--- config.mk ---
export PLATFORM = sky130hd
export DESIGN_NAME = axi_mem_if_top
export DESIGN_NICKNAME = d
export VERILOG_FILES = /design/src/hw/axi_mem_pkg.sv /design/src/hw/axi_write_ctrl.sv /design/src/hw/axi_read_ctrl.sv /design/src/hw/mem_port_arbiter.sv /design/src/hw/axi_mem_if_top.sv
export SDC_FILE = /design/constraint.sdc
export NUM_CORES = 1
export LEC_CHECK = 0
export BUFFER_PORTS_ARGS = -buffer_cell sky130_fd_sc_hd__buf_2
export CAP_MARGIN = 0
export CORE_MARGIN = 2
export CORE_UTILIZATION = 40
export CTS_BUF_LIST = sky130_fd_sc_hd__clkbuf_4 sky130_fd_sc_hd__clkbuf_8 sky130_fd_sc_hd__clkbuf_16
export DETAILED_ROUTE_END_ITERATION = 10
export GPL_TIMING_DRIVEN = 0
export PLACE_DENSITY_LB_ADDON = 0.1
export SLEW_MARGIN = 20
export SYNTH_ARGS = -nofsm -noshare
export SYNTH_HDL_FRONTEND = slang
export SYNTH_SLANG_ARGS = --single-unit
--- constraint.sdc ---
create_clock -name ACLK -period 7.9 [get_ports ACLK]
set_input_delay 0.79 -clock ACLK [delete_from_list [all_inputs] [get_ports ACLK]]
set_output_delay 0.79 -clock ACLK [all_outputs]
set_load 0.005 [all_outputs]
--- src/hw/axi_mem_pkg.sv ---
// ------------------------------------------------
// Shared definitions for the AXI4 slave memory port
// Holds bus widths, channel payload structs, the
// memory request struct and the FSM/encoding enums
// Modules refer to these by scoped names
// ------------------------------------------------

package axi_mem_pkg;

    // ------------------------------------------------
    // Bus widths
    // ------------------------------------------------
    localparam int unsigned ADDR_WIDTH   = 32;
    localparam int unsigned DATA_WIDTH   = 32;
    localparam int unsigned STRB_WIDTH   = DATA_WIDTH / 8;
    localparam int unsigned ID_WIDTH     = 4;
    localparam int unsigned LEN_WIDTH    = 8;
    // Width of the word address carried to the memory
    localparam int unsigned MEM_ADDR_MAX = 16;

    // Address step between INCR beats, one full word
    localparam logic [ADDR_WIDTH-1:0] BEAT_BYTES = ADDR_WIDTH'(STRB_WIDTH);

    // ------------------------------------------------
    // Encodings
    // ------------------------------------------------
    typedef enum logic [1:0] {
        BURST_FIXED = 2'b00,
        BURST_INCR  = 2'b01
    } burst_e;

    typedef enum logic [1:0] {
        RESP_OKAY   = 2'b00,
        RESP_SLVERR = 2'b10
    } resp_e;

    typedef enum logic [1:0] {
        WR_IDLE = 2'd0,
        WR_DATA = 2'd1,
        WR_RESP = 2'd2
    } wr_state_e;

    typedef enum logic [1:0] {
        RD_IDLE = 2'd0,
        RD_REQ  = 2'd1,
        RD_DATA = 2'd2
    } rd_state_e;

    // ------------------------------------------------
    // Channel payloads
    // ------------------------------------------------
    typedef struct packed {
        logic [ID_WIDTH-1:0]   id;
        logic [ADDR_WIDTH-1:0] addr;
        logic [LEN_WIDTH-1:0]  len;
        burst_e                burst;
    } axi_aw_t;

    typedef struct packed {
        logic [ID_WIDTH-1:0]   id;
        logic [ADDR_WIDTH-1:0] addr;
        logic [LEN_WIDTH-1:0]  len;
        burst_e                burst;
    } axi_ar_t;

    typedef struct packed {
        logic [DATA_WIDTH-1:0] data;
        logic [STRB_WIDTH-1:0] strb;
        logic                  last;
    } axi_w_t;

    typedef struct packed {
        logic [ID_WIDTH-1:0] id;
        resp_e               resp;
    } axi_b_t;

    typedef struct packed {
        logic [ID_WIDTH-1:0]   id;
        logic [DATA_WIDTH-1:0] data;
        resp_e                 resp;
        logic                  last;
    } axi_r_t;

    // Single-port SRAM request, strobes active low
    typedef struct packed {
        logic                    cen_n;
        logic                    wen_n;
        logic [MEM_ADDR_MAX-1:0] addr;
        logic [DATA_WIDTH-1:0]   wdata;
        logic [STRB_WIDTH-1:0]   be;
    } mem_req_t;

endpackage

--- src/hw/axi_write_ctrl.sv ---
// ------------------------------------------------
// AXI4 write channel controller
// Accepts one AW burst at a time, turns every W beat
// into a memory write once the port is granted and
// answers with a single B response per burst
// Out-of-range beats are dropped and flagged SLVERR
// ------------------------------------------------

module axi_write_ctrl #(
    parameter int unsigned MEM_ADDR_WIDTH = 13
) (
    input  logic                  ACLK,
    input  logic                  ARESETn,

    input  axi_mem_pkg::axi_aw_t  aw_i,
    input  logic                  aw_valid_i,
    output logic                  aw_ready_o,

    input  axi_mem_pkg::axi_w_t   w_i,
    input  logic                  w_valid_i,
    output logic                  w_ready_o,

    output axi_mem_pkg::axi_b_t   b_o,
    output logic                  b_valid_o,
    input  logic                  b_ready_i,

    output axi_mem_pkg::mem_req_t wr_req_o,
    output logic                  wr_pending_o,
    input  logic                  wr_gnt_i
);

    axi_mem_pkg::wr_state_e                state_q;
    logic [axi_mem_pkg::ID_WIDTH-1:0]      id_q;
    axi_mem_pkg::burst_e                   burst_q;
    logic [axi_mem_pkg::ADDR_WIDTH-1:0]    addr_q;
    logic                                  err_q;
    logic                                  in_range;
    logic                                  beat_done;

    // Beat hits the SRAM only if no address bit above the array is set
    assign in_range  = (addr_q >> (MEM_ADDR_WIDTH + 2)) == '0;
    assign beat_done = w_valid_i && w_ready_o;

    // ------------------------------------------------
    // Channel handshakes
    // ------------------------------------------------
    assign aw_ready_o   = (state_q == axi_mem_pkg::WR_IDLE);
    assign wr_pending_o = (state_q == axi_mem_pkg::WR_DATA) && w_valid_i && in_range;
    // Out-of-range beats are swallowed without waiting for the port
    assign w_ready_o    = (state_q == axi_mem_pkg::WR_DATA) && (in_range ? wr_gnt_i : 1'b1);
    assign b_valid_o    = (state_q == axi_mem_pkg::WR_RESP);

    always_comb
    begin
        b_o.id   = id_q;
        b_o.resp = err_q ? axi_mem_pkg::RESP_SLVERR : axi_mem_pkg::RESP_OKAY;
    end

    // Strobes map straight onto byte enables
    always_comb
    begin
        wr_req_o.cen_n = !wr_pending_o;
        wr_req_o.wen_n = 1'b0;
        wr_req_o.addr  = addr_q[2 +: axi_mem_pkg::MEM_ADDR_MAX];
        wr_req_o.wdata = w_i.data;
        wr_req_o.be    = w_i.strb;
    end

    // ------------------------------------------------
    // FSM
    // ------------------------------------------------
    always_ff @(posedge ACLK or negedge ARESETn)
    begin
        if (!ARESETn)
        begin
            state_q <= axi_mem_pkg::WR_IDLE;
            err_q   <= 1'b0;
        end
        else
        begin
            case (state_q)
                axi_mem_pkg::WR_IDLE:
                begin
                    if (aw_valid_i)
                    begin
                        state_q <= axi_mem_pkg::WR_DATA;
                        err_q   <= 1'b0;
                    end
                end
                axi_mem_pkg::WR_DATA:
                begin
                    if (beat_done)
                    begin
                        // Sticky, one bad beat fails the whole burst
                        err_q <= err_q | !in_range;
                        if (w_i.last)
                        begin
                            state_q <= axi_mem_pkg::WR_RESP;
                        end
                    end
                end
                axi_mem_pkg::WR_RESP:
                begin
                    if (b_ready_i)
                    begin
                        state_q <= axi_mem_pkg::WR_IDLE;
                    end
                end
                default:
                begin
                    state_q <= axi_mem_pkg::WR_IDLE;
                end
            endcase
        end
    end

    // Burst context and address walk
    always_ff @(posedge ACLK)
    begin
        if (aw_valid_i && aw_ready_o)
        begin
            id_q    <= aw_i.id;
            burst_q <= aw_i.burst;
            addr_q  <= aw_i.addr;
        end
        else if (beat_done && burst_q == axi_mem_pkg::BURST_INCR)
        begin
            addr_q <= addr_q + axi_mem_pkg::BEAT_BYTES;
        end
    end

endmodule

--- src/hw/axi_read_ctrl.sv ---
// ------------------------------------------------
// AXI4 read channel controller
// Accepts one AR burst at a time and issues one
// memory read per beat when the port is granted
// Each R beat is held in a register until taken,
// so no new read goes out while R is stalled
// ------------------------------------------------

module axi_read_ctrl #(
    parameter int unsigned MEM_ADDR_WIDTH = 13
) (
    input  logic                                ACLK,
    input  logic                                ARESETn,

    input  axi_mem_pkg::axi_ar_t                ar_i,
    input  logic                                ar_valid_i,
    output logic                                ar_ready_o,

    output axi_mem_pkg::axi_r_t                 r_o,
    output logic                                r_valid_o,
    input  logic                                r_ready_i,

    output axi_mem_pkg::mem_req_t               rd_req_o,
    output logic                                rd_pending_o,
    input  logic                                rd_gnt_i,

    input  logic [axi_mem_pkg::DATA_WIDTH-1:0]  mem_rdata_i
);

    axi_mem_pkg::rd_state_e                state_q;
    logic [axi_mem_pkg::ID_WIDTH-1:0]      id_q;
    axi_mem_pkg::burst_e                   burst_q;
    logic [axi_mem_pkg::ADDR_WIDTH-1:0]    addr_q;
    logic [axi_mem_pkg::LEN_WIDTH-1:0]     cnt_q;
    // Set while the granted read data is still on its way back
    logic                                  cap_q;
    axi_mem_pkg::axi_r_t                   r_q;
    logic                                  in_range;
    logic                                  beat_issue;

    assign in_range   = (addr_q >> (MEM_ADDR_WIDTH + 2)) == '0;
    // Beat leaves RD_REQ either by a granted read or by skipping memory
    assign beat_issue = (state_q == axi_mem_pkg::RD_REQ) && (!in_range || rd_gnt_i);

    assign ar_ready_o   = (state_q == axi_mem_pkg::RD_IDLE);
    assign rd_pending_o = (state_q == axi_mem_pkg::RD_REQ) && in_range;
    assign r_valid_o    = (state_q == axi_mem_pkg::RD_DATA) && !cap_q;
    assign r_o          = r_q;

    always_comb
    begin
        rd_req_o.cen_n = !rd_pending_o;
        rd_req_o.wen_n = 1'b1;
        rd_req_o.addr  = addr_q[2 +: axi_mem_pkg::MEM_ADDR_MAX];
        rd_req_o.wdata = '0;
        rd_req_o.be    = '1;
    end

    // ------------------------------------------------
    // FSM
    // ------------------------------------------------
    always_ff @(posedge ACLK or negedge ARESETn)
    begin
        if (!ARESETn)
        begin
            state_q <= axi_mem_pkg::RD_IDLE;
            cap_q   <= 1'b0;
        end
        else
        begin
            case (state_q)
                axi_mem_pkg::RD_IDLE:
                begin
                    if (ar_valid_i)
                    begin
                        state_q <= axi_mem_pkg::RD_REQ;
                    end
                end
                axi_mem_pkg::RD_REQ:
                begin
                    if (beat_issue)
                    begin
                        state_q <= axi_mem_pkg::RD_DATA;
                        cap_q   <= in_range;
                    end
                end
                axi_mem_pkg::RD_DATA:
                begin
                    if (cap_q)
                    begin
                        cap_q <= 1'b0;
                    end
                    else if (r_ready_i)
                    begin
                        state_q <= r_q.last ? axi_mem_pkg::RD_IDLE : axi_mem_pkg::RD_REQ;
                    end
                end
                default:
                begin
                    state_q <= axi_mem_pkg::RD_IDLE;
                end
            endcase
        end
    end

    // Burst context, beat counter and the outgoing R register
    always_ff @(posedge ACLK)
    begin
        if (ar_valid_i && ar_ready_o)
        begin
            id_q    <= ar_i.id;
            burst_q <= ar_i.burst;
            addr_q  <= ar_i.addr;
            cnt_q   <= ar_i.len;
        end
        if (beat_issue)
        begin
            r_q.id   <= id_q;
            r_q.last <= (cnt_q == '0);
            r_q.resp <= in_range ? axi_mem_pkg::RESP_OKAY : axi_mem_pkg::RESP_SLVERR;
            r_q.data <= '0;
        end
        if (state_q == axi_mem_pkg::RD_DATA && cap_q)
        begin
            r_q.data <= mem_rdata_i;
        end
        if (r_valid_o && r_ready_i)
        begin
            cnt_q <= cnt_q - 1'b1;
            if (burst_q == axi_mem_pkg::BURST_INCR)
            begin
                addr_q <= addr_q + axi_mem_pkg::BEAT_BYTES;
            end
        end
    end

endmodule

--- src/hw/mem_port_arbiter.sv ---
// ------------------------------------------------
// Round-robin share of the single SRAM port
// Splits the external grant between the write and
// read controllers and drives the winner's request
// Priority toggles after every granted access
// ------------------------------------------------

module mem_port_arbiter (
    input  logic                  ACLK,
    input  logic                  ARESETn,

    input  axi_mem_pkg::mem_req_t wr_req_i,
    input  logic                  wr_pending_i,
    output logic                  wr_gnt_o,

    input  axi_mem_pkg::mem_req_t rd_req_i,
    input  logic                  rd_pending_i,
    output logic                  rd_gnt_o,

    input  logic                  mem_gnt_i,
    output axi_mem_pkg::mem_req_t mem_req_o
);

    // Low selects write priority
    logic rd_prio_q;
    logic rd_sel;

    // Grant goes to the favoured side if it asks, else to the other one
    always_comb
    begin
        wr_gnt_o = 1'b0;
        rd_gnt_o = 1'b0;
        if (rd_prio_q ? rd_pending_i : !wr_pending_i)
        begin
            rd_gnt_o = mem_gnt_i;
        end
        else
        begin
            wr_gnt_o = mem_gnt_i;
        end
    end

    assign rd_sel    = rd_pending_i && (rd_prio_q || !wr_pending_i);
    assign mem_req_o = rd_sel ? rd_req_i : wr_req_i;

    always_ff @(posedge ACLK or negedge ARESETn)
    begin
        if (!ARESETn)
        begin
            rd_prio_q <= 1'b0;
        end
        else if (!mem_req_o.cen_n && mem_gnt_i)
        begin
            rd_prio_q <= !rd_prio_q;
        end
    end

endmodule

--- src/hw/axi_mem_if_top.sv ---
// ------------------------------------------------
// AXI4 slave in front of a single-port SRAM whose
// access can be stalled by an external grant
// Write and read controllers share the port via a
// round-robin arbiter; MEM_ADDR_WIDTH sets the
// number of words and must not exceed MEM_ADDR_MAX
// ------------------------------------------------

module axi_mem_if_top #(
    parameter int unsigned MEM_ADDR_WIDTH = 13
) (
    input  logic                               ACLK,
    input  logic                               ARESETn,

    input  axi_mem_pkg::axi_aw_t               aw_i,
    input  logic                               aw_valid_i,
    output logic                               aw_ready_o,

    input  axi_mem_pkg::axi_w_t                w_i,
    input  logic                               w_valid_i,
    output logic                               w_ready_o,

    output axi_mem_pkg::axi_b_t                b_o,
    output logic                               b_valid_o,
    input  logic                               b_ready_i,

    input  axi_mem_pkg::axi_ar_t               ar_i,
    input  logic                               ar_valid_i,
    output logic                               ar_ready_o,

    output axi_mem_pkg::axi_r_t                r_o,
    output logic                               r_valid_o,
    input  logic                               r_ready_i,

    output axi_mem_pkg::mem_req_t              mem_req_o,
    input  logic                               mem_gnt_i,
    input  logic [axi_mem_pkg::DATA_WIDTH-1:0] mem_rdata_i
);

    axi_mem_pkg::mem_req_t wr_req;
    axi_mem_pkg::mem_req_t rd_req;
    logic                  wr_pending;
    logic                  rd_pending;
    logic                  wr_gnt;
    logic                  rd_gnt;

    axi_write_ctrl #(
        .MEM_ADDR_WIDTH ( MEM_ADDR_WIDTH )
    ) i_write_ctrl (
        .ACLK         ( ACLK       ),
        .ARESETn      ( ARESETn    ),
        .aw_i         ( aw_i       ),
        .aw_valid_i   ( aw_valid_i ),
        .aw_ready_o   ( aw_ready_o ),
        .w_i          ( w_i        ),
        .w_valid_i    ( w_valid_i  ),
        .w_ready_o    ( w_ready_o  ),
        .b_o          ( b_o        ),
        .b_valid_o    ( b_valid_o  ),
        .b_ready_i    ( b_ready_i  ),
        .wr_req_o     ( wr_req     ),
        .wr_pending_o ( wr_pending ),
        .wr_gnt_i     ( wr_gnt     )
    );

    axi_read_ctrl #(
        .MEM_ADDR_WIDTH ( MEM_ADDR_WIDTH )
    ) i_read_ctrl (
        .ACLK         ( ACLK        ),
        .ARESETn      ( ARESETn     ),
        .ar_i         ( ar_i        ),
        .ar_valid_i   ( ar_valid_i  ),
        .ar_ready_o   ( ar_ready_o  ),
        .r_o          ( r_o         ),
        .r_valid_o    ( r_valid_o   ),
        .r_ready_i    ( r_ready_i   ),
        .rd_req_o     ( rd_req      ),
        .rd_pending_o ( rd_pending  ),
        .rd_gnt_i     ( rd_gnt      ),
        .mem_rdata_i  ( mem_rdata_i )
    );

    mem_port_arbiter i_arbiter (
        .ACLK         ( ACLK       ),
        .ARESETn      ( ARESETn    ),
        .wr_req_i     ( wr_req     ),
        .wr_pending_i ( wr_pending ),
        .wr_gnt_o     ( wr_gnt     ),
        .rd_req_i     ( rd_req     ),
        .rd_pending_i ( rd_pending ),
        .rd_gnt_o     ( rd_gnt     ),
        .mem_gnt_i    ( mem_gnt_i  ),
        .mem_req_o    ( mem_req_o  )
    );

endmodule

==> Yosys cells after proc, flatten, opt, wreduce, memory -nomap -nowiden <==
Index checks and enable logic that the tools add are counted.
{ "op_classes": {"n_eq_ne": 14, "addsub": 3, "n_bitwise": 1, "n_reduce_logical": 37, "mux": 32} }
{ "op_table": {"columns": ["operator", "count"], "rows": [
  ["$mux W32", 6],
  ["$add A32 B3 Y32 const B", 2],
  ["$logic_not A32 Y1", 2],
  ["$mux W54", 1],
  ["$mux W35", 1],
  ["$mux W2", 10],
  ["$mux W8", 2],
  ["$logic_and A1 B1 Y1", 14],
  ["$pmux W2 S3", 2],
  ["$ne A2 B2 Y1 const B", 5],
  ["$reduce_bool A2 Y1", 5],
  ["$eq A2 B1 Y1 const B", 4],
  ["$logic_not A8 Y1", 1],
  ["$mux W1", 8],
  ["$reduce_and A4 Y1", 2],
  ["$sub A8 B1 Y8 const B", 1],
  ["$logic_not A1 Y1", 7],
  ["$ne A2 B1 Y1 const B", 3],
  ["$eq A2 B2 Y1 const B", 2],
  ["$logic_not A2 Y1", 2],
  ["$pmux W1 S2", 2],
  ["$reduce_and A3 Y1", 1],
  ["$logic_or A1 B1 Y1", 2],
  ["$reduce_and A2 Y1", 1],
  ["$or A1 B1 Y1", 1]
]} }
{ "word_totals": {"reg_bits": 130, "elab_cells": 103, "out_inout_bits": 104} }

==> Depth between registers and ports, before layout <==
Gate-level depths: netlist (run 1).
{ "logic_depth": {"ltp_word": 12, "ltp_mapped": 7, "ltp_nobuf": 6} }

==> By module <==
From an unflattened synthesis (run 1), not the netlist that was laid out.
{ "unflattened": {"cells_unflattened": 774, "area_unflattened_um2": 7788.7} }
{ "modules_own_cells": {"columns": ["mod", "n_inst", "seq_area_each_um2", "area_each_um2", "cells_each"], "rows": [
  ["axi_read_ctrl", 1, 2237.1, 4337.9, 428],
  ["axi_write_ctrl", 1, 1156.1, 2687.6, 274],
  ["mem_port_arbiter", 1, 25.0, 763.2, 72]
]} }

==> Least setup slack after synthesis (run 1) <==
No wires, ideal clock.
{ "synth_timing": {"path_type": "flip-flop to output port", "startpoint": "register i_write_ctrl.addr_q[16] in the netlist's numbering", "endpoint": "output mem_req_o[39] in the netlist's numbering", "path_stages_with_launch": 6, "setup_slack_ns": 5.178, "n_path_buf": 1, "arrival_time_ns": 1.932, "cell_sequence": "edfxtp_1 > nor4_2 > nand3_2 > o41ai_4 > buf_8 > mux2_4"} }
{ "synth_rtl": {"columns": ["element", "line_no", "source"], "rows": [
  ["start, declared", "axi_write_ctrl.sv:35", "logic [axi_mem_pkg::ADDR_WIDTH-1:0] addr_q;"],
  ["start signal, assigned", "axi_write_ctrl.sv:124", "addr_q <= aw_i.addr;"],
  ["start signal, assigned", "axi_write_ctrl.sv:128", "addr_q <= addr_q + axi_mem_pkg::BEAT_BYTES;"],
  ["end, declared", "axi_mem_if_top.sv:35", "output axi_mem_pkg::mem_req_t mem_req_o,"]
]} }

==> results.txt, run 1 <==
----------------------------------------------------
[STA]
  Setup slack of the critical path after layout ... 4150 ps
  Final setup vio count ... 0
  Upper clock frequency limit ... 266 MHz
  Final Skew ... 10.3 ps
  Final Cycle Share ... 47.5%
  Slew at the pin closest to its max-slew limit ... around 870 ps
  Setup repair after global routing missed its margin ... no
  Worst slew slack as a fraction of its limit ... 42.0%
  Total count of hold-check failures in the final report ... 0
  Total negative setup slack ... 0 ps
  Minimum hold slack ... 201 ps
  Final number of max-transition violations ... 0
  Min cycle time layout ... 3750 ps

[Clock network]
  Clock tree from TritonCTS ... yes
  Level count of the clock H-tree ... 4
  Cell chosen for the clock root ... clkbuf_16
  Latest clock arrival within the worst-skew pair ... 420 ps
  Total clock sinks ... approximately 130
  Number of buffers created by CTS ... 17
  Clock slew seen by the registers of the worst setup and hold paths ... 60 ps
  Resized Gates After CTS ... 0
  Maximum clock path buffer count ... 2
  CTS Hold Bufs ... 0
  Post CTS Setup Buffer Count ... 0

[Synth]
  Primary flip-flop cell chosen by synthesis mapping ... edfxtp_1
  Register bit count reported by yosys ... 125
  Cell area after synthesis ... 6600 um2
  Mean Syn Cell Area ... 10.2 um2
  Post-synthesis cell type with the largest combined area ... edfxtp_1
  Top area cells in the synthesized netlist ... edfxtp_1, dfxtp_1, and3_1
  Async set-reset flop share out of synthesis ... 5.60%
  Fraction of post-synthesis cell area in the top cell type by area ... 40.0%
  Count of cell types in the netlist ... 60
  Synth Instances ... 648
  Count of synthesis-stage warnings from yosys ... 0
  Sequential cell area fraction in the yosys report ... 51.8%
  EDFF count, synth ... 88

[Power and ir drop]
  Switching share of total power ... 34.5%
  Combinational cell fraction of total power ... 28.2%
  Sequential group share of total power ... between 40% and 50%
  Clock power share ... 28.7%
  Power per unit of standard cell area ... 315 nW/um2
  Internal power contribution ... 1.81 mW
  Total power after layout ... 2.76 mW
  Net switching component of the power ... approximately 0.95 mW
  Static power due to leakage ... about 3.8 nW
  Peak supply drop ... 0.163 mV

[GRT]
  Antenna violations before repair ... 0
  GR Util All Layers ... 22.0%
  Largest net degree at the start of global routing ... 33
  Vias in the first global route ... 6,109
  Overflow left after global routing ... 0
  First-pass GRT wire length ... 30,500 um

[Detailed routing]
  Total number of vias ... 6,123
  Detailed-route vias per instance ... between 5 and 6
  TritonRoute pass-1 iters ... 5
  Routed wire length ... roughly 20,000 um
  DR WL/cell ... 17.0 um
  DRC violation count after routing ... 0
  Iteration-0 DRC count of the detailed router ... 358
  Number of nets with antenna violations after detailed routing ... 0

[Die]
  Die footprint ... 17,500 um2
  Core area ... 16,000 um2
  DIE WIDTH ... 132 um
  Overall die height ... 132 um
  I/O pin count ... 273
  Number of rows in the core area ... 46
  Initial core utilization ... between 40% and 50%

[Job]
  Number of max-cap violations ... 0

[Worst setup path]
  Startpoint of the worst-slack reg-to-reg timing path ... i_write_ctrl.addr_q[18]
  Worst reg-to-reg path cell count ... 5
  Type of the setup path with the least slack ... reg2out
  WP data arrival ... 2960 ps
  Worst reg-to-reg setup slack ... around 5100 ps
  Category of the worst setup path launch point ... register
  Category of the worst setup path capture point ... output port
  Maximum fanout count along the critical path ... 10
  Capture point of the worst reg-to-reg path ... i_read_ctrl.r_o[16]
  WP data required ... 7110 ps

[Layout]
  Signed area change from the synthesized netlist to the final layout ... 32.8%
  Share of the core filled with cells in the final layout ... 54.8%
  Leading cell type in the layout, fill and taps excluded ... buf_2
  Finished Layout Cells ... 1,155
  Number of nets in the layout ... 1,099
  Most frequent cells in the layout ... buf_2, edfxtp_1, nand2_1
  Filler Cell Count ... 1,513
  Layout cell share with drive strength beyond 1 ... a little over a third
  Post-route cell area ... 8760 um2
  N_diodes ... 0

[Placement]
  Pre-CTS setup slack ... 4570 ps
  Half-perimeter wire length after placement ... 14,900 um
  Placed Cells ... 1,123
  Area after DPL ... 8170 um2
  Number of buffers added on ports ... 258
  Placer Congestion ... 0.919

[Worst hold path]
  Class of the tightest hold or removal check ... in2async

[Run status]
  Outcome ... finished clean

----------------------------------------------------
registers in the layout, summed over array words and instances (netlist names):
register,flops
i_read_ctrl.addr_q,30
i_read_ctrl.burst_q,2
i_read_ctrl.cap_q,1
i_read_ctrl.cnt_q,8
i_write_ctrl.burst_q,2
i_read_ctrl.r_o,38
i_write_ctrl.addr_q,30
i_read_ctrl.id_q,4
i_read_ctrl.state_q,2
i_arbiter.rd_prio_q,1
i_write_ctrl.id_q,4
i_write_ctrl.state_q,2
i_write_ctrl.err_q,1
cell families (layout without fill, tap and decap cells):
| kind of cell | Yosys count | in the layout | share of synthesized area [%] |
|---|---|---|---|
| buf+inv | 49 | 339 | 3.35 |
| flops | 125 | 125 | 51.8 |
| other cells | 1 | 2 | 0.0568 |
| compound gates | 107 | 107 | 10.5 |
| fa+ha+maj | 4 | 4 | 0.758 |
| xor+xnor | 35 | 35 | 4.64 |
| simple gates | 310 | 310 | 25.4 |
| mux | 17 | 17 | 3.43 |
worst max path at each step:
stage,depth (start not counted),startpoint,to
finish,6,i_write_ctrl.addr_q[18],mem_req_o[41]
global route,6,i_write_ctrl.addr_q[18],mem_req_o[41]
global placement,6,i_write_ctrl.addr_q[18],mem_req_o[41]
detailed placement,6,w_valid_i,mem_req_o[41]
floorplan,5,i_write_ctrl.addr_q[16],mem_req_o[39]
CTS,6,i_write_ctrl.addr_q[18],mem_req_o[41]
worst max-delay path, cell delays in order (launching register included):
cell and delay, ps:
edfxtp_1 450, nor4_1 390, nand2_1 220, o41ai_4 770, buf_8 240, mux2_4 320, buf_2 150
layer usage:
layer	up-vias	track usage (%)	share of wire (%)	routed length [um]
met3	29	6.17	7.3	1440
li1	2938	-	-	-
met2	265	36.6	47	9300
met4	0	8.00	2.2	422
met1	2891	27.4	43	8440
met5	-	0	0	0
synth_stat cells, types with 3 or more instances:
cell type / number
a21o_1: 4
nand3_1: 27
ha_1: 4
nand2b_1: 11
o22ai_1: 5
nor2_1: 52
a311oi_1: 9
nand2_1: 65
nor3_1: 17
inv_1: 17
a22o_1: 4
a211oi_1: 9
clkbuf_1: 19
dfxtp_1: 30
nor4_2: 3
dfrtp_1: 7
mux2_2: 5
a31o_2: 3
nor3b_1: 3
and2_1: 37
mux2_4: 10
edfxtp_1: 88
buf_4: 5
nor2b_1: 3
o21ai_0: 44
a21oi_1: 16
nand4b_1: 3
and3_1: 46
xor2_1: 21
o211ai_1: 4
xnor2_1: 14
and4_1: 5
nand4_1: 12
nor4_1: 11
clkbuf_2: 4
power by group through the flow:
stage	Clock, mW	Combinational [mW]	Sequential (mW)
2_1_floorplan	0	0.492	1.14
3_3_place_gp	0	0.760	1.19
3_5_place_dp	0	0.776	1.20
4_1_cts	0.802	0.782	1.19
5_1_grt	0.830	0.865	1.22
6_report	0.793	0.779	1.19
final cells by class:
type / instances / area, um2 / area share, %
plain buffers: 32 / 158 / 1.80
clock buffers: 17 / 425 / 4.85
clock inverters: 15 / 170 / 1.94
inverters: 17 / 63.8 / 0.728
multi-input cells: 475 / 2970 / 33.9
flip-flops and latches: 125 / 3420 / 39.0
well taps: 216 / 270 / 3.08
repair buffers: 258 / 1290 / 14.7
Note: power is estimated with default switching activity, not from simulation.
==> inputs of run 2 (changes only) <==
ABC_AREA = 1   (was not set)
clock period = 3.9 ns   (was 7.9 ns; I/O delays follow)
==> results.txt, run 2 <==
----------------------------------------------------
[Die]
  I/O pin count ... 273 (unchanged)
  Die footprint ... 19,300 um2 (+9.8%)
  Number of rows in the core area ... 49 (+6.5%)
  DIE WIDTH ... 139 um (+4.8%)
  Core area ... 17,900 um2 (+12%)
  Overall die height ... 139 um (+4.8%)
  Initial core utilization ... 40.6% (-0.64 points)

[Worst setup path]
  Crit-path max cell delay ... 490 ps (-280 ps)
  Slowest cell on the critical path ... edfxtp_1
  Category of the worst setup path launch point ... register
  Maximum fanout count along the critical path ... 10 (unchanged)
  WP data required ... 3510 ps (-3600 ps)
  Category of the worst setup path capture point ... output port
  Ordered list of cells on the worst path ... nor2_1 -> nand3_1 -> nor2_1 -> nand4_1 -> nand2_1 -> inv_2 -> buf_2 -> o21ai_0 -> buf_2
  WP data arrival ... 2620 ps (-340 ps)
  Crit path max-delay family ... simple AND/OR/NAND/NOR gates
  Bufs and invs on worst path ... 3 (+1)
  Type of the setup path with the least slack ... reg2out

[STA]
  Total count of hold-check failures in the final report ... 0 (unchanged)
  Final number of max-transition violations ... 0 (unchanged)
  Min cycle time layout ... approximately 3000 ps
  Minimum hold slack ... 145 ps (-55.7 ps)
  Final Skew ... 10.2 ps (-0.0738 ps)
  Upper clock frequency limit ... 333 MHz
  Worst slew slack as a fraction of its limit ... 51.5% (+9.5 points)
  Slew at the pin closest to its max-slew limit ... 724 ps (-145 ps)
  Total negative setup slack ... 0 ps (unchanged)
  Final Cycle Share ... 77.1%
  Setup repair after global routing missed its margin ... no
  Final setup vio count ... 0 (unchanged)

[Power and ir drop]
  Static power due to leakage ... 4.67 nW (+24%)
  Power per unit of standard cell area ... 628 nW/um2 (+99%)
  Peak supply drop ... 0.330 mV (+100%)

[Detailed routing]
  Total number of vias ... 7,119 (+16%)
  TritonRoute pass-1 iters ... 6 (+1)
  Detailed-route vias per instance ... 4.76 (-10%)
  Number of nets with antenna violations after detailed routing ... 0 (unchanged)
  DRC violation count after routing ... 0 (unchanged)
  Iteration-0 DRC count of the detailed router ... 463 (+29%)
  DR WL/cell ... 14.4 um (-15%)
  Routed wire length ... 21,500 um (+9.7%)

[Synth]
  Primary flip-flop cell chosen by synthesis mapping ... edfxtp_1
  Count of synthesis-stage warnings from yosys ... 0 (unchanged)
  Fraction of post-synthesis cell area in the top cell type by area ... 36.3% (-3.7 points)
  Synth Instances ... 974 (+50%)
  Count of cell types in the netlist ... 38 (-37%)
  Async set-reset flop share out of synthesis ... 5.60% (unchanged)
  Most frequent cell after synthesis ... nand2_1
  Sequential cell area fraction in the yosys report ... 47.0% (-4.8 points)
  EDFF count, synth ... 88 (unchanged)
  Cell area after synthesis ... 7270 um2 (+10%)
  Mean Syn Cell Area ... 7.47 um2 (-27%)
  Post-synthesis cell type with the largest combined area ... edfxtp_1
  Top cells by count, synth ... nand2_1, nor2_1, inv_1
  Register bit count reported by yosys ... 125 (unchanged)
  Top area cells in the synthesized netlist ... edfxtp_1, nand2_1, dfxtp_1

[Layout]
  Signed area change from the synthesized netlist to the final layout ... 29.8%
  Number of nets in the layout ... 1,426 (+30%)
  Post-route cell area ... 9440 um2 (+7.7%)
  Max reg flops ... 38 (unchanged)
  Storage cell area ... 3420 um2 (unchanged)
  Filler Cell Count ... 1,798 (+19%)
  Leading cell type in the layout, fill and taps excluded ... nand2_1
  Most frequent cells in the layout ... nand2_1, buf_2, nor2_1
  Layout cell share with drive strength beyond 1 ... 25.8% (-9.3 points)
  Area of the multi-input gates ... 3150 um2 (+6.2%)

[Worst hold path]
  Class of the tightest hold or removal check ... in2reg

[GRT]
  Largest net degree at the start of global routing ... 33 (unchanged)
  GR Util All Layers ... 22.0% (+0.042 points)
  Antenna violations before repair ... 1 (+1)
  Vias in the first global route ... 6,550 (+7.2%)
  First-pass GRT wire length ... 33,800 um (+11%)
  Overflow left after global routing ... 0 (unchanged)

[Job]
  Number of max-cap violations ... 0 (unchanged)

[Placement]
  Placer Congestion ... 0.943 (+2.6%)
  Area after DPL ... 8860 um2 (+8.4%)
  Half-perimeter wire length after placement ... 16,900 um (+14%)
  Number of buffers added on ports ... 258 (unchanged)

[Clock network]
  Number of buffers created by CTS ... 17 (unchanged)
  Level count of the clock H-tree ... 4 (unchanged)
  Cell chosen for the clock root ... clkbuf_16
  Maximum clock path buffer count ... 2 (unchanged)
  Clock tree from TritonCTS ... yes
  Latest clock arrival within the worst-skew pair ... 420 ps (about the same)
  Total clock sinks ... 125 (unchanged)
  Clock slew seen by the registers of the worst setup and hold paths ... 60 ps (about the same)

[Run status]
  Outcome ... finished clean

----------------------------------------------------
-- run 2: cell count changes after synthesis, sizes merged, moves of 21 or more --
| cell | delta |
|---|---|
| nor2 | +103 |
| inv | +131 |
| o21ai | +21 |
| and3 | -45 |
| and2 | -39 |
| nand2 | +218 |
-- run 2: final cells by class --
cell class                 instances  share of cell area, %
antenna                            1                 0.0265
buffer                            31                   1.62
clock buffer                      24                   5.26
clock inverter                     8                  0.729
inverter                         149                   5.93
multi-input combinational        670                   33.4
sequential                       125                   36.2
tap                              229                   3.04
timing repair buffer             259                   13.8
-- run 2: per-layer routing --
layer / wire [um] / GRT usage (%) / vias up
li1: - / - / 3644
met1: 10100 / 31.5 / 3164
met2: 9540 / 34.3 / 281
met3: 1500 / 3.87 / 30
met4: 369 / 6.75 / 0
met5: 0 / 0 / -
-- run 2: worst register-to-register path: stages, from the launching register on --
cell      delay [ps]
edfxtp_1         490
nor2_1           140
nand3_1          130
nor2_1           220
nand4_1          180
nand2_1          110
nand2_1           70
nand2_1           80
nand4_1           90
nand2_2          560
-- run 2: cell families after synthesis --
kind of cell | share of synthesized area, %
AO/OA/AOI/OAI | 6.47
adder cells (fa/ha/maj) | 0.688
buffers and inverters | 9.79
other | 0.0516
multiplexers | 0.138
flip-flops | 47.0
XOR/XNOR | 5.42
AND/OR/NAND/NOR | 30.4
-- run 2: worst paths after layout --
kind,to,slack [ps],from,cells after the start
max,mem_req_o[47],890,i_write_ctrl.addr_q[16],9
min,i_write_ctrl.id_q[1],140,aw_i[43],1
max reg2reg,i_write_ctrl.addr_q[4],1450,i_write_ctrl.addr_q[16],9
min reg2reg,i_read_ctrl.r_o[37],420,i_read_ctrl.id_q[2],0
max in group asynchronous,i_read_ctrl.state_q[0],3350,ARESETn,2
min in group asynchronous,i_write_ctrl.err_q,390,ARESETn,2
-- run 2: report_power, final --
group / total (mW) / internal [mW] / switching, mW
Clock: 1.51 / 0.947 / 0.566
Sequential: 2.43 / 2.03 / 0.399
Combinational: 1.99 / 0.732 / 1.26
-- run 2: repair_timing --
action	4_1_cts	5_1_grt
gates resized for setup	0	0
buffers inserted	0	0
endpoints found under the hold margin	7	0
hold buffers	1	0
-- run 2: per-stage QoR --
stage	utilization [%]	power [mW]	worst slack [ps]	instances
floorplan	-	3.65	1700	975
finish	52.7	5.93	894	1496
detailed placement	49.5	4.42	1340	1462
CTS	52.7	5.95	878	1495
global placement	49.5	4.40	955	1462
global route	52.7	6.35	673	1495
